$ cat config.mk
export PLATFORM = sky130hd
export DESIGN_NAME = gpio_port_flat
export DESIGN_NICKNAME = d
export VERILOG_FILES = /design/src/quasi_bus_pkg.sv /design/src/mem_bus_if.sv /design/src/gpio_port.sv /design/src/flat_wrapper.sv
export SDC_FILE = /design/constraint.sdc
export NUM_CORES = 1
export LEC_CHECK = 0
export ABC_AREA = 0
export BUFFER_PORTS_ARGS = -buffer_cell sky130_fd_sc_hd__buf_2
export CAP_MARGIN = 10
export CORE_UTILIZATION = 28
export CTS_CLUSTER_DIAMETER = 150
export DETAILED_ROUTE_END_ITERATION = 7
export GPL_TIMING_DRIVEN = 0
export PLACE_DENSITY = 0.79
export SLEW_MARGIN = 10
export SYNTH_ARGS = -nofsm -noshare
export SYNTH_HDL_FRONTEND = slang
export SYNTH_SLANG_ARGS = --single-unit
$ cat constraint.sdc
create_clock -name clk_mem -period 1.6 [get_ports clk_mem]
set_input_delay 0.32 -clock clk_mem [delete_from_list [all_inputs] [get_ports clk_mem]]
set_output_delay 0.32 -clock clk_mem [all_outputs]
set_load 0.02 [all_outputs]
$ cat src/boot_rom.hex
// boot image for the boot ROM, one 32-bit hex word per line
// line order is the word offset, 0 to 15
00000013
100002b7
0002a303
00628393
0072a023
00430313
fe031ce3
80000537
00052583
00b50023
00150513
fe559ce3
0000006f
deadc0de
a5a5a5a5
0f0f1e1e

$ cat src/quasi_bus_pkg.sv
/* shared bus widths, memory map constants and the address word layout
   imported by the fabric modules, the bus interface and the top level */
`default_nettype none

package quasi_bus_pkg;

	// bus widths
	localparam int data_w = 32;
	localparam int addr_w = 32;

	// memory depths as log2 of the word count
	localparam int main_depth_log2 = 12;
	localparam int scratch_depth_log2 = 10;
	localparam int boot_depth_log2 = 4;

	// device field codes in the I/O region, 3 to 15 unmapped
	localparam logic [3:0] dev_boot = 4'd0;
	localparam logic [3:0] dev_scratch = 4'd1;
	localparam logic [3:0] dev_gpio = 4'd2;

	// gpio word offsets
	localparam logic [17:0] gpio_led_off = 18'd0;
	localparam logic [17:0] gpio_in_off = 18'd1;

	localparam string boot_image = "/design/src/boot_rom.hex";

	// region 1 is main memory, region 0 is I/O
	typedef union packed {
		struct packed {
			logic region;
			logic [28:0] index;
			logic [1:0] byte_off;
		} mem_view;
		struct packed {
			logic region;
			logic [6:0] rsvd;
			logic [3:0] dev;
			logic [17:0] offset;
			logic [1:0] byte_off;
		} mmio_view;
	} bus_addr_u;

endpackage

`default_nettype wire

$ cat src/mem_bus_if.sv
/* one word bus segment between a host and a device
   hosts hold a and d stable from the rd or we strobe until ready */
`timescale 1ns/100ps
`default_nettype none

interface mem_bus_if import quasi_bus_pkg::*; ();

	bus_addr_u a;
	logic [data_w-1:0] d;
	logic we;
	logic rd;
	logic [data_w-1:0] spo;
	logic ready;

	modport host (
		output a, d, we, rd,
		input spo, ready
	);

	modport device (
		input a, d, we, rd,
		output spo, ready
	);

endinterface

`default_nettype wire

$ cat src/gpio_port.sv
/* LED output register and synchronized switch and button inputs
   accesses complete in the strobe cycle */
`timescale 1ns/100ps
`default_nettype none

module gpio_port import quasi_bus_pkg::*; (
	input logic clk_mem,
	input logic rst_n,
	mem_bus_if.device bus,
	input logic [1:0] sw,
	input logic [1:0] btn,
	output logic [3:0] led
);

	logic [1:0] sw_s1;
	logic [1:0] sw_s2;
	logic [1:0] btn_s1;
	logic [1:0] btn_s2;

	always_ff @(posedge clk_mem or negedge rst_n) begin
		if (!rst_n) begin
			led <= 4'b0;
			sw_s1 <= 2'b0;
			sw_s2 <= 2'b0;
			btn_s1 <= 2'b0;
			btn_s2 <= 2'b0;
		end else begin
			// two flop sync on the board inputs
			sw_s1 <= sw;
			sw_s2 <= sw_s1;
			btn_s1 <= btn;
			btn_s2 <= btn_s1;
			if (bus.we && bus.a.mmio_view.offset == gpio_led_off)
				led <= bus.d[3:0];
		end
	end

	always_comb begin
		case (bus.a.mmio_view.offset)
			gpio_led_off: bus.spo = {{(data_w-4){1'b0}}, led};
			gpio_in_off: bus.spo = {{(data_w-4){1'b0}}, btn_s2, sw_s2};
			default: bus.spo = '0;
		endcase
	end

	assign bus.ready = bus.we | bus.rd;

endmodule

`default_nettype wire

$ cat src/flat_wrapper.sv
// flat-port wrapper written by rule: the top's interface ports become plain ports
module gpio_port_flat import quasi_bus_pkg::*;
  (clk_mem, rst_n, sw, btn, led, bus_a, bus_d, bus_we, bus_rd, bus_spo, bus_ready);
  mem_bus_if bus_i ();
  input logic clk_mem;
  input logic rst_n;
  input logic [1:0] sw;
  input logic [1:0] btn;
  output logic [3:0] led;
  input wire logic [$bits(bus_i.a)-1:0] bus_a;
  input wire logic [$bits(bus_i.d)-1:0] bus_d;
  input wire logic [$bits(bus_i.we)-1:0] bus_we;
  input wire logic [$bits(bus_i.rd)-1:0] bus_rd;
  output wire logic [$bits(bus_i.spo)-1:0] bus_spo;
  output wire logic [$bits(bus_i.ready)-1:0] bus_ready;
  assign bus_i.a = bus_a;
  assign bus_i.d = bus_d;
  assign bus_i.we = bus_we;
  assign bus_i.rd = bus_rd;
  assign bus_spo = bus_i.spo;
  assign bus_ready = bus_i.ready;
  gpio_port u_core (.clk_mem(clk_mem), .rst_n(rst_n), .bus(bus_i), .sw(sw), .btn(btn), .led(led));
endmodule
==> results.toml <==
[outcome]
outcome = "complete, but fails checks"
violations = "setup timing"

[logic_synthesis]
syn_area_per_cell_sq_um = 10.7
yosysTopAreaCellShare_pct = 43.2
synth_seq_cells = 12
netlist_instances = 65
ys_warn_count = 0
synth_top_area_cell = "dfrtp_1"
yosys-top-cells-area = "dfrtp_1 43%, buf_4 31%, mux2_2 6.5%"
synth_area_sq_um = 696
synth.distinct_cells = 13
synth_seq_area_share_pct = 43.2

[worst_setup_path]
cp_data_required_time_ns = 1.28
arrival_ns = 1.34
path_max_fanout = 4
crit_buf_inv = 2
path_delay_family = "simple AND/OR/NAND/NOR gates"
cp-start-kind = "primary input"
reg2reg_from = "u_core.led[1]$_DFFE_PN0P_"
endpoint_kind = "primary output"
cp_slowest_cell = "or2_4"
max_stage_delay_ns = 0.32
critPathLaunch = "bus_a[13]"
path_cells = "buf_2, nor4_4, nand3_2, or2_4, nor2_4, buf_6"
setup.worst_path.class = "in -> out"

[grt]
overflow = 0
grt_max_degree = 13
grt_pass1_wl_mm = 2.19
first_global_vias = 575
antenna_found_initial = 0
grtUsageTotal_pct = 11.4

[finish]
fill_cells = 202
final_util_pct = 52.6
fin_area_sq_um = 1200
mostFrequentLayoutCells = "31 x buf_4, 29 x buf_2, 28 x conb_1, 12 x dfrtp_1, 8 x buf_6"
areaGrowthSynthToFinish_pct = 72.1
nets = 209
post_route_cells_drive_above_1_share_pct = 63.7
n_antenna_cell = 0
stdcell_count = 163
final_common_cell = "buf_4"

[place]
hpwl_mm = 1.31
dpl_cell_area_sq_um = 1030
dp_slack_ns = -0.240
dp_cells = 157
gp_congestion = 0.747
port_buffers = 37

[cts]
cts.path.max_buffers = 2
insertion_delay_ns = 0.26
clk_pin_slew_ns = 0.06
cts_htree_levels = 1
cts_tree = "done"
root_buffer = "clkbuf_4"
cts_made_buffers = 3
cts.sinks = 12

[worst_hold_path]
hold_path_class = "in -> reg"
min_from = "sw[1]"

[sta]
timing.final.ws_setup_ns = -0.0599
finalSetupViolCount = 4
holdWs_ns = 0.164
grt_setup_unrepaired = "true"
drv_slew = 0
min_period_over_period_pct = 104
finalClockSkew_ns = 0.000849
period_needed_ns = 1.66
fmax_mhz = 602
hold_violations = 0

[routing]
firstDrtPassIters = 4
route.detailed.drc = 0
antenna_left = 0
vias_per_cell = 3.72
drt_wl_total_mm = 1.52
drt-initial-drc-count = 2
avgRoutedWirePerCell_microns = 9.30
num_vias = 607

[flow_run]
cap_violations = 0

[floorplan]
die_w_microns = 51.8
std_cell_rows = 17
die_h_microns = 51.8
core_sq_um = 2280
initial_utilization_pct = 30.6
ios = 109
dieArea_sq_um = 2690

[power]
cellPowerDensity_nw_per_um2 = 564
ir_drop_mv = 0.473
total_leakage_power_nw = 0.666
repair_timing:
action | in CTS | in global routing
buffers inserted | 0 | 2
setup endpoints to repair | 4 | 4
gates resized for setup | 17 | 7
hold endpoints to repair | 12 | 0
pin swaps | 8 | 4
hold buffers | 1 | 0
per-layer routing:
layer  part of all wire [%]  up-vias  GRT usage [%]
met3                     16        0           2.92
met4                      0        0           6.76
met5                      0        -              0
met1                     30      264           8.88
met2                     54       47           23.7
li1                       -      296              -
report_power, final:
group          total [mW]  internal (mW)  switching (mW)
sequential          0.317          0.314         0.00327
combinational       0.193         0.0896           0.104
clock               0.165         0.0866          0.0785
total               0.675          0.490           0.185
final timing paths:
check | end | slack [ns] | cells after the start
max in group asynchronous | u_core.sw_s2[0]$_DFF_PN0_ | 0.93 | 2
min in group asynchronous | u_core.btn_s1[0]$_DFF_PN0_ | 0.46 | 2
worst max-delay path | bus_spo[3] | -0.06 | 6
worst min register to register | u_core.sw_s2[0]$_DFF_PN0_ | 0.36 | 0
worst max register to register | u_core.led[1]$_DFFE_PN0P_ | 0.81 | 1
worst min-delay path | u_core.sw_s1[1]$_DFF_PN0_ | 0.16 | 1
flip-flops by register name (all words and copies together), names as in the netlist:
signal,count
u_core.sw_s1,2
u_core.sw_s2,2
u_core.btn_s1,2
u_core.led,4
u_core.btn_s2,2
logic make-up (layout without fill, tap and decap cells):
family,count (synthesis),count (layout),share of synthesized area [%]
and+or+nand+nor,14,14,12.2
buffers and inverters,30,73,31.8
muxes,8,8,12.2
DFF,12,12,43.2
other,1,28,0.539
cells in the mapped netlist (all sizes together):
cell,n
inv,1
nor2,5
nor3,1
mux2,4
buf,29
nand2,1
or2,2
nand3,1
dfrtp,12
nor4,4
conb,1
mux2i,4
area by class of cell:
class                   count  area (sq um)  share of cell area [%]
clock buffers               3          22.5                    1.88
multi-input cells          50           358                    29.9
flip-flops and latches     12           300                    25.1
repair buffers             40           260                    21.7
well taps                  28          35.0                    2.93
plain buffers              29           218                    18.2
inverters                   1          3.75                   0.313
through the flow:
stage          power [mW]  setup TNS, ns
6_report            0.675         -0.190
3_5_place_dp        0.492          -1.27
4_1_cts             0.674         -0.468
2_1_floorplan       0.448         -0.118
5_1_grt             0.719         -0.433
3_3_place_gp        0.488          -1.19
(Power assumes the default switching activity.)
