==> src/boot_rom.hex <==
// boot image for the boot ROM, one 32-bit hex word per line
// line order is the word offset, 0 to 15
00000013
100002b7
0002a303
00628393
0072a023
00430313
fe031ce3
80000537
00052583
00b50023
00150513
fe559ce3
0000006f
deadc0de
a5a5a5a5
0f0f1e1e

==> src/quasi_bus_pkg.sv <==
/* shared bus widths, memory map constants and the address word layout
   imported by the fabric modules, the bus interface and the top level */
`default_nettype none

package quasi_bus_pkg;

	// bus widths
	localparam int data_w = 32;
	localparam int addr_w = 32;

	// memory depths as log2 of the word count
	localparam int main_depth_log2 = 12;
	localparam int scratch_depth_log2 = 10;
	localparam int boot_depth_log2 = 4;

	// device field codes in the I/O region, 3 to 15 unmapped
	localparam logic [3:0] dev_boot = 4'd0;
	localparam logic [3:0] dev_scratch = 4'd1;
	localparam logic [3:0] dev_gpio = 4'd2;

	// gpio word offsets
	localparam logic [17:0] gpio_led_off = 18'd0;
	localparam logic [17:0] gpio_in_off = 18'd1;

	localparam string boot_image = "/design/src/boot_rom.hex";

	// region 1 is main memory, region 0 is I/O
	typedef union packed {
		struct packed {
			logic region;
			logic [28:0] index;
			logic [1:0] byte_off;
		} mem_view;
		struct packed {
			logic region;
			logic [6:0] rsvd;
			logic [3:0] dev;
			logic [17:0] offset;
			logic [1:0] byte_off;
		} mmio_view;
	} bus_addr_u;

endpackage

`default_nettype wire

==> src/mem_bus_if.sv <==
/* one word bus segment between a host and a device
   hosts hold a and d stable from the rd or we strobe until ready */
`timescale 1ns/100ps
`default_nettype none

interface mem_bus_if import quasi_bus_pkg::*; ();

	bus_addr_u a;
	logic [data_w-1:0] d;
	logic we;
	logic rd;
	logic [data_w-1:0] spo;
	logic ready;

	modport host (
		output a, d, we, rd,
		input spo, ready
	);

	modport device (
		input a, d, we, rd,
		output spo, ready
	);

endinterface

`default_nettype wire

==> src/mmio_decoder.sv <==
/* I/O region decode into boot ROM, scratch RAM and GPIO by device field
   unmapped device codes read zero and acknowledge in the same cycle */
`timescale 1ns/100ps
`default_nettype none

module mmio_decoder import quasi_bus_pkg::*; (
	mem_bus_if.device up,
	mem_bus_if.host boot,
	mem_bus_if.host scratch,
	mem_bus_if.host gpio
);

	logic [3:0] dev;

	assign dev = up.a.mmio_view.dev;

	assign boot.a = up.a;
	assign boot.d = up.d;
	assign scratch.a = up.a;
	assign scratch.d = up.d;
	assign gpio.a = up.a;
	assign gpio.d = up.d;

	always_comb begin
		boot.we = 1'b0;
		boot.rd = 1'b0;
		scratch.we = 1'b0;
		scratch.rd = 1'b0;
		gpio.we = 1'b0;
		gpio.rd = 1'b0;
		up.spo = '0;
		up.ready = 1'b0;
		case (dev)
			dev_boot: begin
				boot.we = up.we;
				boot.rd = up.rd;
				up.spo = boot.spo;
				up.ready = boot.ready;
			end
			dev_scratch: begin
				scratch.we = up.we;
				scratch.rd = up.rd;
				up.spo = scratch.spo;
				up.ready = scratch.ready;
			end
			dev_gpio: begin
				gpio.we = up.we;
				gpio.rd = up.rd;
				up.spo = gpio.spo;
				up.ready = gpio.ready;
			end
			default: begin
				// nothing mapped here, ack right away
				up.ready = up.we | up.rd;
			end
		endcase
	end

endmodule

`default_nettype wire

==> src/flat_wrapper.sv <==
// flat-port wrapper written by rule: the top's interface ports become plain ports
module mmio_decoder_flat import quasi_bus_pkg::*;
  (up_a, up_d, up_we, up_rd, up_spo, up_ready, boot_a, boot_d, boot_we, boot_rd, boot_spo, boot_ready, scratch_a, scratch_d, scratch_we, scratch_rd, scratch_spo, scratch_ready, gpio_a, gpio_d, gpio_we, gpio_rd, gpio_spo, gpio_ready);
  mem_bus_if up_i ();
  mem_bus_if boot_i ();
  mem_bus_if scratch_i ();
  mem_bus_if gpio_i ();
  input wire logic [$bits(up_i.a)-1:0] up_a;
  input wire logic [$bits(up_i.d)-1:0] up_d;
  input wire logic [$bits(up_i.we)-1:0] up_we;
  input wire logic [$bits(up_i.rd)-1:0] up_rd;
  output wire logic [$bits(up_i.spo)-1:0] up_spo;
  output wire logic [$bits(up_i.ready)-1:0] up_ready;
  output wire logic [$bits(boot_i.a)-1:0] boot_a;
  output wire logic [$bits(boot_i.d)-1:0] boot_d;
  output wire logic [$bits(boot_i.we)-1:0] boot_we;
  output wire logic [$bits(boot_i.rd)-1:0] boot_rd;
  input wire logic [$bits(boot_i.spo)-1:0] boot_spo;
  input wire logic [$bits(boot_i.ready)-1:0] boot_ready;
  output wire logic [$bits(scratch_i.a)-1:0] scratch_a;
  output wire logic [$bits(scratch_i.d)-1:0] scratch_d;
  output wire logic [$bits(scratch_i.we)-1:0] scratch_we;
  output wire logic [$bits(scratch_i.rd)-1:0] scratch_rd;
  input wire logic [$bits(scratch_i.spo)-1:0] scratch_spo;
  input wire logic [$bits(scratch_i.ready)-1:0] scratch_ready;
  output wire logic [$bits(gpio_i.a)-1:0] gpio_a;
  output wire logic [$bits(gpio_i.d)-1:0] gpio_d;
  output wire logic [$bits(gpio_i.we)-1:0] gpio_we;
  output wire logic [$bits(gpio_i.rd)-1:0] gpio_rd;
  input wire logic [$bits(gpio_i.spo)-1:0] gpio_spo;
  input wire logic [$bits(gpio_i.ready)-1:0] gpio_ready;
  assign up_i.a = up_a;
  assign up_i.d = up_d;
  assign up_i.we = up_we;
  assign up_i.rd = up_rd;
  assign up_spo = up_i.spo;
  assign up_ready = up_i.ready;
  assign boot_a = boot_i.a;
  assign boot_d = boot_i.d;
  assign boot_we = boot_i.we;
  assign boot_rd = boot_i.rd;
  assign boot_i.spo = boot_spo;
  assign boot_i.ready = boot_ready;
  assign scratch_a = scratch_i.a;
  assign scratch_d = scratch_i.d;
  assign scratch_we = scratch_i.we;
  assign scratch_rd = scratch_i.rd;
  assign scratch_i.spo = scratch_spo;
  assign scratch_i.ready = scratch_ready;
  assign gpio_a = gpio_i.a;
  assign gpio_d = gpio_i.d;
  assign gpio_we = gpio_i.we;
  assign gpio_rd = gpio_i.rd;
  assign gpio_i.spo = gpio_spo;
  assign gpio_i.ready = gpio_ready;
  mmio_decoder u_core (.up(up_i), .boot(boot_i), .scratch(scratch_i), .gpio(gpio_i));
endmodule
==> config.mk <==
export PLATFORM = sky130hd
export DESIGN_NAME = mmio_decoder_flat
export DESIGN_NICKNAME = d
export VERILOG_FILES = /design/src/quasi_bus_pkg.sv /design/src/mem_bus_if.sv /design/src/mmio_decoder.sv /design/src/flat_wrapper.sv
export SDC_FILE = /design/constraint.sdc
export NUM_CORES = 1
export LEC_CHECK = 0
export BUFFER_PORTS_ARGS = -buffer_cell sky130_fd_sc_hd__buf_2
export CORE_AREA = 2 2 153 155
export DETAILED_ROUTE_END_ITERATION = 7
export DIE_AREA = 0 0 155 157
export PLACE_DENSITY = 0.38
export SLEW_MARGIN = 20
export SYNTH_ARGS = -nofsm -noshare
export SYNTH_HDL_FRONTEND = slang
export SYNTH_SLANG_ARGS = --single-unit
==> constraint.sdc <==
create_clock -name vclk -period 1.88
set_clock_uncertainty 0.05 [all_clocks]
set_input_delay 0.188 -clock vclk [all_inputs]
set_output_delay 0.188 -clock vclk [all_outputs]
set_load 0.1 [all_outputs]
==> impl_metrics.json, run 1 <==
{
  "outcome": "completed",
  "cpLargestDelayFamily": "buffers and inverters",
  "synth_warnings": 0,
  "endpoint_kind": "output pin",
  "first_global_vias": 1568,
  "gr-total-overflow": 0,
  "die_area_sq_um": 24300,
  "drt-total-wl_mm": 7.00,
  "port_buffers": 156,
  "static-leakage-power_nw": 1.17,
  "tns_ns": 0,
  "wl_per_cell_um": 13.2,
  "fp.dieW_um": 155,
  "viasPerCell": 3.02,
  "start_kind": "input port",
  "core_area_sq_um": 22500,
  "antenna_cells": 0,
  "path_cells": "buf_2 > nor4b_4 > buf_12 > a222oi_1 > inv_2 > buf_12",
  "path_buf_inv": 4,
  "worst_pin_slew_ns": 0.493,
  "place_worst_setup_slack_ns": 0.0943,
  "fmax_ghz": 0.583,
  "setup_slack_ns": 0.165,
  "cts-resized-gates": 0,
  "grt_pass1_wl_mm": 9.27,
  "dp_cells": 529,
  "clockBufferCount": 0,
  "power_mw": 0.757,
  "ctsHoldBuffers": 0,
  "fin_crit_ns": 1.72,
  "maxCapViolations": 0,
  "cpMaxStageDelayCell": "a222oi_1",
  "synth_area_per_cell_sq_um": 7.45,
  "cp_max_fo": 19,
  "critPathKind": "in -> out",
  "min_path_type": "in -> out",
  "start_util_pct": 9.37,
  "drive_gt1_share_pct": 83.2,
  "gr-usage-all-layers_pct": 4.93,
  "crit_arrival_ns": 1.48,
  "postPlaceCellArea_sq_um": 2410,
  "nNetsFinal": 411,
  "route.vias.total": 1595,
  "hold_violations": 0,
  "fin_cells": 529,
  "row_count": 55,
  "synth_seq_area_share_pct": 0,
  "ios": 396,
  "synth_cell_types": 15,
  "drt-initial-drc-count": 153,
  "ir_drop_mv": 0.118,
  "drt_drc_violations_left": 0,
  "firstDrtPassIters": 6,
  "rsz0062_at_grt": "false",
  "min_period_over_period_pct": 91.2,
  "final_area_sq_um": 2410,
  "antenna_found_initial": 1,
  "slowest_delay_ns": 0.51,
  "gp_congestion": 0.663,
  "grt_max_degree": 20,
  "finalSetupViolCount": 0,
  "final_antenna_net_count": 0,
  "crit_path_frequent_cell": "buf_12",
  "final_util_pct": 10.7,
  "syn_to_final_growth_pct": 14.1,
  "synth_fp_nets": 448,
  "seqCellArea_sq_um": 0,
  "die_y_um": 157,
  "n_fill_cell": 2587,
  "sequential_cell_total": 0,
  "hpwl_mm": 6.07,
  "slew_headroom_pct": 67.1,
  "cp.required_ns": 1.64,
  "powerDensity_nw_per_um2": 315,
  "post-cts-setup-buffers": 0,
  "slew_violations": 0,
  "synth_area_sq_um": 2110,
  "synth_cells": 283,
  "hold_ws_ns": 0.326
}
[routing by layer]
layer	routed length, um	global-route usage, %
met5	13	0
met4	733	5.16
met3	1200	2.53
met2	3150	8.19
met1	1910	4.12
[layout make-up]
| type | count | area (sq um) | share of cell area (%) |
|---|---|---|---|
| timing repair buffer | 164 | 1450 | 60.2 |
| multi-input combinational | 48 | 480 | 20.0 |
| tap | 285 | 357 | 14.8 |
| inverter | 32 | 120 | 4.99 |
[Yosys cell counts]
| cell type | n | area share, % |
|---|---|---|
| a222oi_1 | 32 | 15 |
| buf_4 | 192 | 68 |
| nor4_4 | 1 | 1.0 |
| a21oi_1 | 1 | 0.24 |
| and2_1 | 6 | 1.8 |
| buf_2 | 6 | 1.4 |
| o21ai_1 | 1 | 0.24 |
| a211oi_1 | 2 | 0.71 |
| a21o_2 | 1 | 0.42 |
| nor4b_4 | 2 | 2.3 |
| clkbuf_4 | 2 | 0.71 |
| buf_6 | 3 | 1.6 |
| nor3_1 | 1 | 0.24 |
| inv_1 | 32 | 5.7 |
| nor2_1 | 1 | 0.18 |
[logic make-up (layout without fill, tap and decap cells)]
kind of cell | Yosys count | in the layout | synth area share, %
buffers and inverters | 235 | 196 | 77.8
AOI/OAI and AO/OA | 37 | 37 | 16.8
and+or+nand+nor | 11 | 11 | 5.46
[report_power, final]
| group | total (mW) | switching (mW) | internal (mW) |
|---|---|---|---|
| clock | 0 | 0 | 0 |
| combinational | 0.757 | 0.498 | 0.259 |
| sequential | 0 | 0 | 0 |
| total | 0.757 | 0.498 | 0.259 |
[worst paths after layout]
| kind | startpoint | end | slack, ns | depth (start not counted) |
|---|---|---|---|---|
| setup / recovery | up_a[21] | up_spo[26] | 0.16 | 6 |
| hold / removal | up_d[9] | boot_d[9] | 0.33 | 0 |
[placed cells by master, fill, tap and decap left out]
cell and count:
nor3_1 1, nor4_4 1, buf_12 41, inv_2 28, nor4b_4 2, and2_2 6
a21o_2 1, inv_1 4, a21oi_2 1, buf_2 118, o21ai_1 1, buf_4 5
a222oi_1 32, a211oi_1 2, nor2_1 1
(Power assumes the default switching activity.)
==> inputs of run 2 (changes only) <==
--- a/config.mk
+++ b/config.mk
@@ -5,10 +5,11 @@
 export SDC_FILE = /design/constraint.sdc
 export NUM_CORES = 1
 export LEC_CHECK = 0
+export ABC_AREA = 0
 export BUFFER_PORTS_ARGS = -buffer_cell sky130_fd_sc_hd__buf_2
-export CORE_AREA = 2 2 153 155
+export CORE_AREA = 3 3 154 156
 export DETAILED_ROUTE_END_ITERATION = 7
-export DIE_AREA = 0 0 155 157
+export DIE_AREA = 0 0 157 159
 export PLACE_DENSITY = 0.38
 export SLEW_MARGIN = 20
 export SYNTH_ARGS = -nofsm -noshare
==> run 2 against run 1 <==
Against the previous run: sequential share of layout area stayed put; final cell count is 0.19% lower; count of clock-buffer cells in the layout stayed put; largest power group unchanged.
==> impl_metrics.json, run 2 (synthesis gave the netlist of run 1 again) <==
{
  "fp.dieW_um": 157,
  "drt-initial-drc-count": 175,
  "setup_slack_ns": 0.0987,
  "syn_to_final_growth_pct": 12.5,
  "fin_crit_ns": 1.78,
  "min_path_type": "in -> out",
  "worst_pin_slew_ns": 0.499,
  "ir_drop_mv": 0.122,
  "cp_max_fo": 18,
  "wl_per_cell_um": 13.2,
  "fin_cells": 528,
  "place_worst_setup_slack_ns": 0.0655,
  "antenna_cells": 0,
  "critPathKind": "in -> out",
  "min_period_over_period_pct": 94.8,
  "mostFrequentLayoutCells": "buf_2 (118), buf_12 (39), a222oi_1 (32)",
  "grt_max_degree": 19,
  "static-leakage-power_nw": 1.16,
  "slew_headroom_pct": 67.0,
  "sequential_cell_total": 0,
  "core_area_sq_um": 22500,
  "ios": 396,
  "nNetsFinal": 410,
  "maxCapViolations": 0,
  "tns_ns": 0,
  "endpoint_kind": "output pin",
  "start_kind": "input port",
  "power_mw": 0.753,
  "hold_violations": 0,
  "slew_violations": 0,
  "outcome": "completed",
  "die_y_um": 159,
  "fmax_ghz": 0.561,
  "gr-usage-all-layers_pct": 4.90,
  "seqCellArea_sq_um": 0,
  "rsz0062_at_grt": "false",
  "die_area_sq_um": 25000,
  "hpwl_mm": 6.14,
  "route.vias.total": 1603,
  "row_count": 55,
  "port_buffers": 156,
  "drt-total-wl_mm": 6.98,
  "gr-total-overflow": 0,
  "drt_drc_violations_left": 0,
  "cp.required_ns": 1.64,
  "clockBufferCount": 0,
  "gp_congestion": 0.679,
  "crit_arrival_ns": 1.54,
  "drive_gt1_share_pct": 83.1,
  "cts-resized-gates": 0,
  "final_antenna_net_count": 0,
  "finalSetupViolCount": 0,
  "n_fill_cell": 2587,
  "grt_pass1_wl_mm": 9.72,
  "first_global_vias": 1739,
  "antenna_found_initial": 0,
  "dp_cells": 528,
  "viasPerCell": 3.04,
  "ctsHoldBuffers": 0,
  "mostFrequentLayoutCell": "buf_2",
  "post-cts-setup-buffers": 0,
  "start_util_pct": 9.37,
  "powerDensity_nw_per_um2": 317,
  "firstDrtPassIters": 5
}
## run 2: changes by cell type in the layout (fill, tap and decap cells not counted), sizes merged
| cell | change |
|---|---|
| buf | -1 |
## run 2: final timing paths
path  startpoint         end  slack [ns]  cells after the start
min     up_d[24]  boot_d[24]        0.33                      0
max     up_a[23]   up_spo[7]         0.1                      6
## run 2: where the power goes
group          internal, mW  switching (mW)  total (mW)
Sequential                0               0           0
Clock                     0               0           0
Combinational         0.255           0.498       0.753
## run 2: per-stage QoR
| step | hold WS [ns] | util (%) | cell area (sq um) |
|---|---|---|---|
| floorplan | 0.538 | - | 2120 |
| global placement | 0.327 | 10.5 | 2370 |
| detailed placement | 0.327 | 10.5 | 2370 |
| CTS | 0.327 | 10.5 | 2370 |
| global route | 0.326 | 10.5 | 2370 |
| finish | 0.326 | 10.5 | 2370 |
## run 2: layout make-up
| type | instances | area [sq um] | area share, % |
|---|---|---|---|
| inverter | 32 | 120 | 5.06 |
| timing repair buffer | 163 | 1420 | 59.7 |
| tap | 285 | 357 | 15.0 |
| multi-input combinational | 48 | 480 | 20.2 |
## run 2: worst max-delay path, cell delays in order
cell and delay (ns):
buf_2 0.24, nor4b_4 0.10, buf_4 0.21, a222oi_1 0.52, inv_2 0.09, buf_12 0.18
## run 2: layer usage
| metal | track usage [%] | part of all wire [%] | wire, um |
|---|---|---|---|
| met1 | 4.33 | 28 | 1980 |
| met4 | 3.70 | 8.3 | 582 |
| met5 | 0 | 0 | 0 |
| met3 | 2.72 | 17 | 1190 |
| met2 | 8.20 | 46 | 3230 |
