<file path="config.mk">
export PLATFORM = sky130hd
export DESIGN_NAME = bus_arbiter_flat
export DESIGN_NICKNAME = d
export VERILOG_FILES = /design/src/quasi_bus_pkg.sv /design/src/mem_bus_if.sv /design/src/bus_arbiter.sv /design/src/flat_wrapper.sv
export SDC_FILE = /design/constraint.sdc
export NUM_CORES = 1
export LEC_CHECK = 0
export ABC_AREA = 1
export BUFFER_PORTS_ARGS = -buffer_cell sky130_fd_sc_hd__buf_4
export CAP_MARGIN = 20
export CORE_AREA = 2 2 119 121
export CTS_BUF_LIST = sky130_fd_sc_hd__clkbuf_8
export DETAILED_ROUTE_END_ITERATION = 7
export DIE_AREA = 0 0 121 123
export PLACE_DENSITY_LB_ADDON = 0.15
export SYNTH_ARGS = -nofsm -noshare
export SYNTH_HDL_FRONTEND = slang
export SYNTH_SLANG_ARGS = --single-unit
</file>
<file path="constraint.sdc">
create_clock -name clk_mem -period 1.52 [get_ports clk_mem]
set_input_delay 0.228 -clock clk_mem [delete_from_list [all_inputs] [get_ports clk_mem]]
set_output_delay 0.228 -clock clk_mem [all_outputs]
set_load 0.01 [all_outputs]
</file>
<file path="src/boot_rom.hex">
// boot image for the boot ROM, one 32-bit hex word per line
// line order is the word offset, 0 to 15
00000013
100002b7
0002a303
00628393
0072a023
00430313
fe031ce3
80000537
00052583
00b50023
00150513
fe559ce3
0000006f
deadc0de
a5a5a5a5
0f0f1e1e

</file>
<file path="src/quasi_bus_pkg.sv">
/* shared bus widths, memory map constants and the address word layout
   imported by the fabric modules, the bus interface and the top level */
`default_nettype none

package quasi_bus_pkg;

	// bus widths
	localparam int data_w = 32;
	localparam int addr_w = 32;

	// memory depths as log2 of the word count
	localparam int main_depth_log2 = 12;
	localparam int scratch_depth_log2 = 10;
	localparam int boot_depth_log2 = 4;

	// device field codes in the I/O region, 3 to 15 unmapped
	localparam logic [3:0] dev_boot = 4'd0;
	localparam logic [3:0] dev_scratch = 4'd1;
	localparam logic [3:0] dev_gpio = 4'd2;

	// gpio word offsets
	localparam logic [17:0] gpio_led_off = 18'd0;
	localparam logic [17:0] gpio_in_off = 18'd1;

	localparam string boot_image = "/design/src/boot_rom.hex";

	// region 1 is main memory, region 0 is I/O
	typedef union packed {
		struct packed {
			logic region;
			logic [28:0] index;
			logic [1:0] byte_off;
		} mem_view;
		struct packed {
			logic region;
			logic [6:0] rsvd;
			logic [3:0] dev;
			logic [17:0] offset;
			logic [1:0] byte_off;
		} mmio_view;
	} bus_addr_u;

endpackage

`default_nettype wire

</file>
<file path="src/mem_bus_if.sv">
/* one word bus segment between a host and a device
   hosts hold a and d stable from the rd or we strobe until ready */
`timescale 1ns/100ps
`default_nettype none

interface mem_bus_if import quasi_bus_pkg::*; ();

	bus_addr_u a;
	logic [data_w-1:0] d;
	logic we;
	logic rd;
	logic [data_w-1:0] spo;
	logic ready;

	modport host (
		output a, d, we, rd,
		input spo, ready
	);

	modport device (
		input a, d, we, rd,
		output spo, ready
	);

endinterface

`default_nettype wire

</file>
<file path="src/bus_arbiter.sv">
/* two host arbiter for the shared word bus, host 0 has priority
   a host keeps the bus from gnt until it drops req */
`timescale 1ns/100ps
`default_nettype none

module bus_arbiter import quasi_bus_pkg::*; (
	input logic clk_mem,
	input logic rst_n,
	input logic req0,
	input logic req1,
	output logic gnt0,
	output logic gnt1,
	input logic [addr_w-1:0] h0_a,
	input logic [data_w-1:0] h0_d,
	input logic h0_we,
	input logic h0_rd,
	output logic [data_w-1:0] h0_spo,
	output logic h0_ready,
	input logic [addr_w-1:0] h1_a,
	input logic [data_w-1:0] h1_d,
	input logic h1_we,
	input logic h1_rd,
	output logic [data_w-1:0] h1_spo,
	output logic h1_ready,
	mem_bus_if.host bus
);

	// owner[0] is host 0, owner[1] is host 1, both low when idle
	logic [1:0] owner;

	always_ff @(posedge clk_mem or negedge rst_n) begin
		if (!rst_n) begin
			owner <= 2'b00;
		end else begin
			case (owner)
				2'b01: if (!req0) owner <= 2'b00;
				2'b10: if (!req1) owner <= 2'b00;
				default: begin
					// fixed priority on an idle bus
					if (req0)
						owner <= 2'b01;
					else if (req1)
						owner <= 2'b10;
					else
						owner <= 2'b00;
				end
			endcase
		end
	end

	assign gnt0 = owner[0];
	assign gnt1 = owner[1];

	// strobes from a host without grant never reach the bus
	assign bus.a = owner[1] ? h1_a : h0_a;
	assign bus.d = owner[1] ? h1_d : h0_d;
	assign bus.we = (owner[0] & h0_we) | (owner[1] & h1_we);
	assign bus.rd = (owner[0] & h0_rd) | (owner[1] & h1_rd);

	assign h0_spo = owner[0] ? bus.spo : '0;
	assign h0_ready = owner[0] & bus.ready;
	assign h1_spo = owner[1] ? bus.spo : '0;
	assign h1_ready = owner[1] & bus.ready;

endmodule

`default_nettype wire

</file>
<file path="src/flat_wrapper.sv">
// flat-port wrapper written by rule: the top's interface ports become plain ports
module bus_arbiter_flat import quasi_bus_pkg::*;
  (clk_mem, rst_n, req0, req1, gnt0, gnt1, h0_a, h0_d, h0_we, h0_rd, h0_spo, h0_ready, h1_a, h1_d, h1_we, h1_rd, h1_spo, h1_ready, bus_a, bus_d, bus_we, bus_rd, bus_spo, bus_ready);
  mem_bus_if bus_i ();
  input logic clk_mem;
  input logic rst_n;
  input logic req0;
  input logic req1;
  output logic gnt0;
  output logic gnt1;
  input logic [addr_w-1:0] h0_a;
  input logic [data_w-1:0] h0_d;
  input logic h0_we;
  input logic h0_rd;
  output logic [data_w-1:0] h0_spo;
  output logic h0_ready;
  input logic [addr_w-1:0] h1_a;
  input logic [data_w-1:0] h1_d;
  input logic h1_we;
  input logic h1_rd;
  output logic [data_w-1:0] h1_spo;
  output logic h1_ready;
  output wire logic [$bits(bus_i.a)-1:0] bus_a;
  output wire logic [$bits(bus_i.d)-1:0] bus_d;
  output wire logic [$bits(bus_i.we)-1:0] bus_we;
  output wire logic [$bits(bus_i.rd)-1:0] bus_rd;
  input wire logic [$bits(bus_i.spo)-1:0] bus_spo;
  input wire logic [$bits(bus_i.ready)-1:0] bus_ready;
  assign bus_a = bus_i.a;
  assign bus_d = bus_i.d;
  assign bus_we = bus_i.we;
  assign bus_rd = bus_i.rd;
  assign bus_i.spo = bus_spo;
  assign bus_i.ready = bus_ready;
  bus_arbiter u_core (.clk_mem(clk_mem), .rst_n(rst_n), .req0(req0), .req1(req1), .gnt0(gnt0), .gnt1(gnt1), .h0_a(h0_a), .h0_d(h0_d), .h0_we(h0_we), .h0_rd(h0_rd), .h0_spo(h0_spo), .h0_ready(h0_ready), .h1_a(h1_a), .h1_d(h1_d), .h1_we(h1_we), .h1_rd(h1_rd), .h1_spo(h1_spo), .h1_ready(h1_ready), .bus(bus_i));
endmodule
</file>
==> results of run 1 <==
Yosys cell counts:
master   number
inv_2         1
buf_6        17
buf_2         5
inv_1        68
a22o_1        2
ha_1          2
nand3_1       1
dfrtp_1       2
nand2_1     264
o21ai_0       2
stage by stage:
stage               setup TNS (ns)  setup WS, ns  cell area, um2
floorplan                        0        0.1497            1574
global placement                 0       0.07616            3949
detailed placement               0       0.08106            3949
CTS                        -0.2306      -0.04340            4013
global route                -1.432      -0.05352            4124
finish                    -0.02217      -0.01257            4126
final cells by class:
class,instances,area [um2]
repair buffers,311,2480
fillers,1520,9485
clock inverters,1,3.754
inverters,69,266.5
diodes,1,2.502
multi-input cells,271,1054
flip-flops and latches,2,53.80
clock buffers,3,41.29
well taps,180,225.2
routing by layer:
| layer | vias up | part of all wire (%) | track usage, % |
|---|---|---|---|
| met4 | 2 | 0.52 | 1.672 |
| met1 | 1307 | 33 | 10.02 |
| li1 | 1599 | - | - |
| met3 | 8 | 11 | 3.229 |
| met2 | 166 | 55 | 21.77 |
| met5 | - | 0.14 | 0 |
worst min path at each step:
| stage | endpoint | slack, ns | cells after the start |
|---|---|---|---|
| after floorplan | u_core.owner[0]$_DFFE_PN0P_ | -0.07 | 0 |
| after global placement | u_core.owner[0]$_DFFE_PN0P_ | 0.01 | 1 |
| after detailed placement | u_core.owner[0]$_DFFE_PN0P_ | 0.02 | 1 |
| after CTS | u_core.owner[1]$_DFFE_PN0P_ | 0.30 | 3 |
| after global routing | u_core.owner[1]$_DFFE_PN0P_ | 0.32 | 3 |
| final | u_core.owner[1]$_DFFE_PN0P_ | 0.30 | 4 |
power by group through the flow:
stage	registers, uW	logic, uW	clock network (uW)
floorplan	104	2010	0
global placement	110	3930	0
finish	121	4100	219
global route	125	4500	235
CTS	113	3950	222
detailed placement	110	3920	0
repair_timing:
item	4_1_cts	5_1_grt
gates cloned	0	2
hold buffers	1	0
gates resized for setup	3	17
hold endpoints to repair	2	0
endpoints found under the setup margin	50	89
worst min-delay path: cells and delay by family:
kind	cells	cell delay, ns
AND/OR/NAND/NOR	1	0.05
buffers and inverters	2	0.12
AO/OA/AOI/OAI	1	0.06
logic make-up (layout without fill, tap and decap cells):
logic type	Yosys count	in the layout	synth area share, %
buf+inv	91	384	30.21
compound gates	4	4	1.749
simple gates	265	265	63.27
fa+ha+maj	2	2	1.590
other cells	0	1	0
flops	2	2	3.180
==> qor.csv, run 1 <==
stage,metric,value,unit
setup_path,critPathTopFamily,flip-flops,
timing,relSlewSlack,86.43,%
timing,slew_violations,0,
logic_synthesis,synth_seq_area_share,3.180,%
logic_synthesis,netlist_instances,364,
drt,routed_via_density,3.678,
logic_synthesis,synth_top_cell_area_share,62.96,%
timing,rsz0062_at_grt,yes,
final_layout,layout_common_cells,"buf_4, nand2_1, inv_1",
job,cap_viol_max_count,0,
worst_hold_path,hold_class,in2reg,
setup_path,cp-start-kind,flip-flop,
logic_synthesis,syn_area_per_cell,4.324,um2
setup_path,cp.required,1.29,ns
setup_path,worst-path-buf-inv,2,
cts,numCtsBuffers,3,
timing,hold_slack,0.2964,ns
power,pwr-share-clk,4.9,%
drt,vias,3082,
setup_path,slowest_stage,dfrtp_4,
final_layout,top_register,u_core.owner,
logic_synthesis,synth.top_cells.by_area,"nand2_1, inv_1, buf_6",
drt,ant_nets,0,
setup_path,r2r_end,u_core.owner[0]$_DFFE_PN0P_,
drt,wl_per_cell,11.34,um
setup_path,critPathKind,reg2out,
cts,cts_setup_buffers,0,
worst_hold_path,hp-start,req0,
logic_synthesis,ys_ff_latch,2,
setup_path,path_depth,3,
timing,finClkSkew,0.004011,ns
timing,max_freq,652.5,MHz
final_layout,largest_register_ffs,2,
power,powerDensity,1076,nW/um2
setup_path,crit_start,u_core.owner[1]$_DFFE_PN0P_,
setup_path,slowest_delay,0.53,ns
logic_synthesis,yosys.area.top_type,nand2_1,
global_route,grt_pass1_vias,2689,
global_route,antenna_found_initial,2,
global_route,grt_max_degree,44,
cts,cts_tree,done,
floorplan,core_area,13610,um2
drt,first_iter_violations,97,
final_layout,postLayoutCoreUtil,30.32,%
power,power_leakage,0.002920,uW
global_route,grt_pass1_wl,12520,um
outcome,outcome,"finished, violations left",
timing,setup_viol,4,
global_route,track_usage,10.44,%
setup_path,arrival,1.30,ns
final_layout,final_common_cell,buf_4,
setup_path,critPathCapture,bus_we,
logic_synthesis,synth_area,1574,um2
logic_synthesis,syn_nets,535,
floorplan,ioPinCount,303,
cts,h-tree-depth,1,
timing,timing.final.ws_setup,-0.01257,ns
cts,insertion_delay,0.21,ns
final_layout,nets,829,
cts,clock_path_buffers,2,
placement,portBuffers,302,
power,p_comb_share,92.4,%
timing,tightest_slew,0.2036,ns
setup_path,ff2ff_path_depth,6,
power,p_sw,2147,uW
logic_synthesis,ys_warn_count,0,
setup_path,critical_path.max_fanout,43,
drt,wl,9501,um
timing,min_period,1.533,ns
placement,hpwl,7595,um
timing,fin_crit_sh,100.8,%
final_layout,layout.cells.non_filler,838,
timing,finalHoldViolCount,0,
final_layout,drive_gt1_share,48.25,%
placement,dp_cells,830,
setup_path,cp_cell_sequence,"buf_12, a22o_1, buf_6",
global_route,gr-total-overflow,0,
floorplan,die_h,123,um
floorplan,die_w,121,um
setup_path,timing.rr.start,u_core.owner[1]$_DFFE_PN0P_,
power,finalPower,4438,uW
cts,root_buffer,clkbuf_8,
power,p_sw_share,48.38,%
drt,drcViolationCount,0,
drt,first_pass_iters,4,
final_layout,reg.largest.list,u_core.owner: 2 flops,
outcome,violations,setup timing,
power,power_frac_seq,2.7,%
setup_path,reg2reg_slack,0.18,ns
power,internal-power,2291,uW
floorplan,die-area,14880,um2
floorplan,rows,43,
power,vdd_drop_max,505.6,uV
floorplan,start_util,11.56,%
final_layout,synthToLayoutAreaGrowth,162.2,%
setup_path,end_kind,output port,
cts,cts_sinks,2,
cts,clk_pin_slew,0.03,ns
logic_synthesis,yosysUniqueCellTypes,10,
placement,gp_congestion,0.7885,
Power figures use the tool's default switching activity.
==> run 2, diff against run 1 <==
CORE_AREA = 2 2 118 120   (was 2 2 119 121)
CTS_BUF_LIST = default   (was sky130_fd_sc_hd__clkbuf_8)
DIE_AREA = 0 0 120 122   (was 0 0 121 123)
GPL_TIMING_DRIVEN = 0   (was default)
==> run 2 against run 1 <==
The flow still finishes with violations (setup timing). Combinational power grew 30%. Largest power group unchanged. Sequential power shrank 12%. Highest routed layer is now met4. Hold slack gained 0.0054 ns. Routed wire length grew 12%. Largest cell class unchanged. Clock skew shrank 0.0039 ns. Critical endpoint is now bus_a[5]. Sequential share of layout area shrank 0.25 points.
==> qor.csv, run 2 (same netlist as run 1, synthesis figures left out) <==
stage,metric,value,unit
global_route,grt_max_degree,15,
setup_path,cp_cell_sequence,"inv_4, clkbuf_16, clkbuf_16, nand2_1, nand2_1, buf_4",
worst_hold_path,hold_class,in2reg,
cts,root_buffer,clkbuf_16,
power,powerDensity,1196,nW/um2
floorplan,core_area,13500,um2
drt,ant_nets,0,
global_route,track_usage,11.56,%
power,p_sw,2553,uW
power,internal-power,3269,uW
drt,dr_wl_met3,994,um
timing,finalHoldViolCount,0,
job,cap_viol_max_count,0,
timing,max_freq,649.2,MHz
setup_path,worst-path-buf-inv,4,
setup_path,critPathKind,reg2out,
cts,numCtsBuffers,3,
final_layout,layout_common_cells,"buf_4, nand2_1, inv_1, nand2_2, buf_6",
outcome,violations,setup timing,
setup_path,arrival,1.31,ns
setup_path,critPathTopFamily,buffers and inverters,
setup_path,cp.required,1.29,ns
power,p_sw_share,43.85,%
timing,setup_viol,4,
timing,relSlewSlack,90.09,%
cts,h-tree-depth,1,
global_route,antenna_found_initial,0,
drt,met1_length,3591,um
drt,vias,3247,
global_route,gr-total-overflow,0,
drt,wl_per_cell,12.28,um
floorplan,die-area,14640,um2
timing,slew_violations,0,
timing,min_period,1.540,ns
final_layout,nets,857,
drt,routed_via_density,3.758,
global_route,grt_pass1_wl,13760,um
cts,cts_tree,done,
final_layout,largest_register_ffs,2,
final_layout,top_register,u_core.owner,
placement,portBuffers,302,
drt,drcViolationCount,0,
power,p_comb_share,91.4,%
floorplan,die_h,122,um
timing,fin_crit_sh,101.3,%
timing,rsz0062_at_grt,yes,
power,power_leakage,0.003189,uW
drt,first_pass_iters,4,
placement,dpl_worst_slack,-0.08892,ns
setup_path,slowest_delay,0.45,ns
placement,gp_congestion,0.7755,
power,vdd_drop_max,496.9,uV
drt,first_iter_violations,73,
floorplan,start_util,11.66,%
floorplan,ioPinCount,303,
placement,hpwl,8246,um
final_layout,synthToLayoutAreaGrowth,209.2,%
timing,timing.final.ws_setup,-0.02036,ns
power,pwr-share-clk,6.7,%
timing,tightest_slew,0.1472,ns
cts,cts_sinks,2,
global_route,grt_pass1_vias,2843,
drt,highest_layer,met4,
setup_path,end_kind,output port,
setup_path,critical_path.max_fanout,5,
outcome,outcome,"finished, violations left",
timing,finClkSkew,0.00008951,ns
cts,clk_pin_slew,0.03,ns
timing,fin_tns_setup,-0.03843,ns
power,power_frac_seq,1.8,%
drt,wl_met2,5963,um
final_layout,final_common_cell,buf_4,
drt,wl,10610,um
final_layout,diodes,0,
setup_path,slowest_stage,dfrtp_2,
final_layout,drive_gt1_share,61.26,%
floorplan,die_w,120,um
final_layout,reg.largest.list,u_core.owner: 2 flops,
setup_path,cp-start-kind,flip-flop,
floorplan,rows,43,
cts,insertion_delay,0.22,ns
cts,clock_path_buffers,2,
-- run 2: changes by cell type in the layout (fill, tap and decap cells not counted), sizes merged --
cell / previous run / this run
buf: 308 / 329
clkbuf: 5 / 12
diode: 1 / 0
inv: 70 / 69
-- run 2: what timing repair did --
item | CTS | global route
hold buffers | 1 | 0
buffers inserted | 5 | 3
pin swaps | 0 | 32
endpoints found under the setup margin | 101 | 115
gates cloned | 1 | 8
resized for setup | 18 | 136
endpoints found under the hold margin | 2 | 0
-- run 2: cell type report --
type | count | area [um2]
buffer | 21 | 269.0
inverter | 69 | 261.5
sequential | 2 | 51.30
clock buffer | 3 | 75.07
tap | 180 | 225.2
timing repair buffer | 318 | 2706
multi-input combinational | 271 | 1279
fill | 1468 | 8637
-- run 2: worst paths after layout --
check / slack, ns / end / cells past startpoint / startpoint
max: -0.02 / bus_a[5] / 6 / u_core.owner[1]$_DFFE_PN0P_
max reg2reg: 0.20 / u_core.owner[1]$_DFFE_PN0P_ / 7 / u_core.owner[1]$_DFFE_PN0P_
min: 0.30 / u_core.owner[1]$_DFFE_PN0P_ / 4 / req0
max in group asynchronous: 1.07 / u_core.owner[1]$_DFFE_PN0P_ / 2 / rst_n
min reg2reg: 0.67 / u_core.owner[0]$_DFFE_PN0P_ / 3 / u_core.owner[0]$_DFFE_PN0P_
min in group asynchronous: 0.35 / u_core.owner[0]$_DFFE_PN0P_ / 2 / rst_n
-- run 2: tightest hold or removal path, stage by stage --
cell and delay, ns:
buf_4 0.09, inv_1 0.03, nand3_1 0.06, o21ai_1 0.06
-- run 2: power by group through the flow --
stage          Combinational, uW  Sequential [uW]  Clock [uW]
2_1_floorplan               2010              104           0
3_3_place_gp                4180             99.5           0
5_1_grt                     5750              111         403
4_1_cts                     4390              107         403
3_5_place_dp                4170              101           0
6_report                    5320              106         393
-- run 2: per-stage QoR --
step | instances | instance area [um2] | total power, uW | hold slack (ns) | utilization, %
after global routing | 864 | 4867 | 6268 | 0.3333 | 36.04
final | 864 | 4867 | 5822 | 0.3018 | 36.04
after floorplan | 364 | 1574 | 2113 | -0.06759 | -
after global placement | 846 | 4066 | 4283 | 0.01268 | 30.11
after CTS | 854 | 4252 | 4899 | 0.3205 | 31.48
after detailed placement | 846 | 4066 | 4273 | 0.01539 | 30.11
-- run 2: layer usage --
metal / GRT usage, % / up-vias
met4: 1.544 / 0
met2: 23.83 / 171
met3: 3.043 / 8
li1: - / 1658
met5: 0 / -
met1: 11.73 / 1410
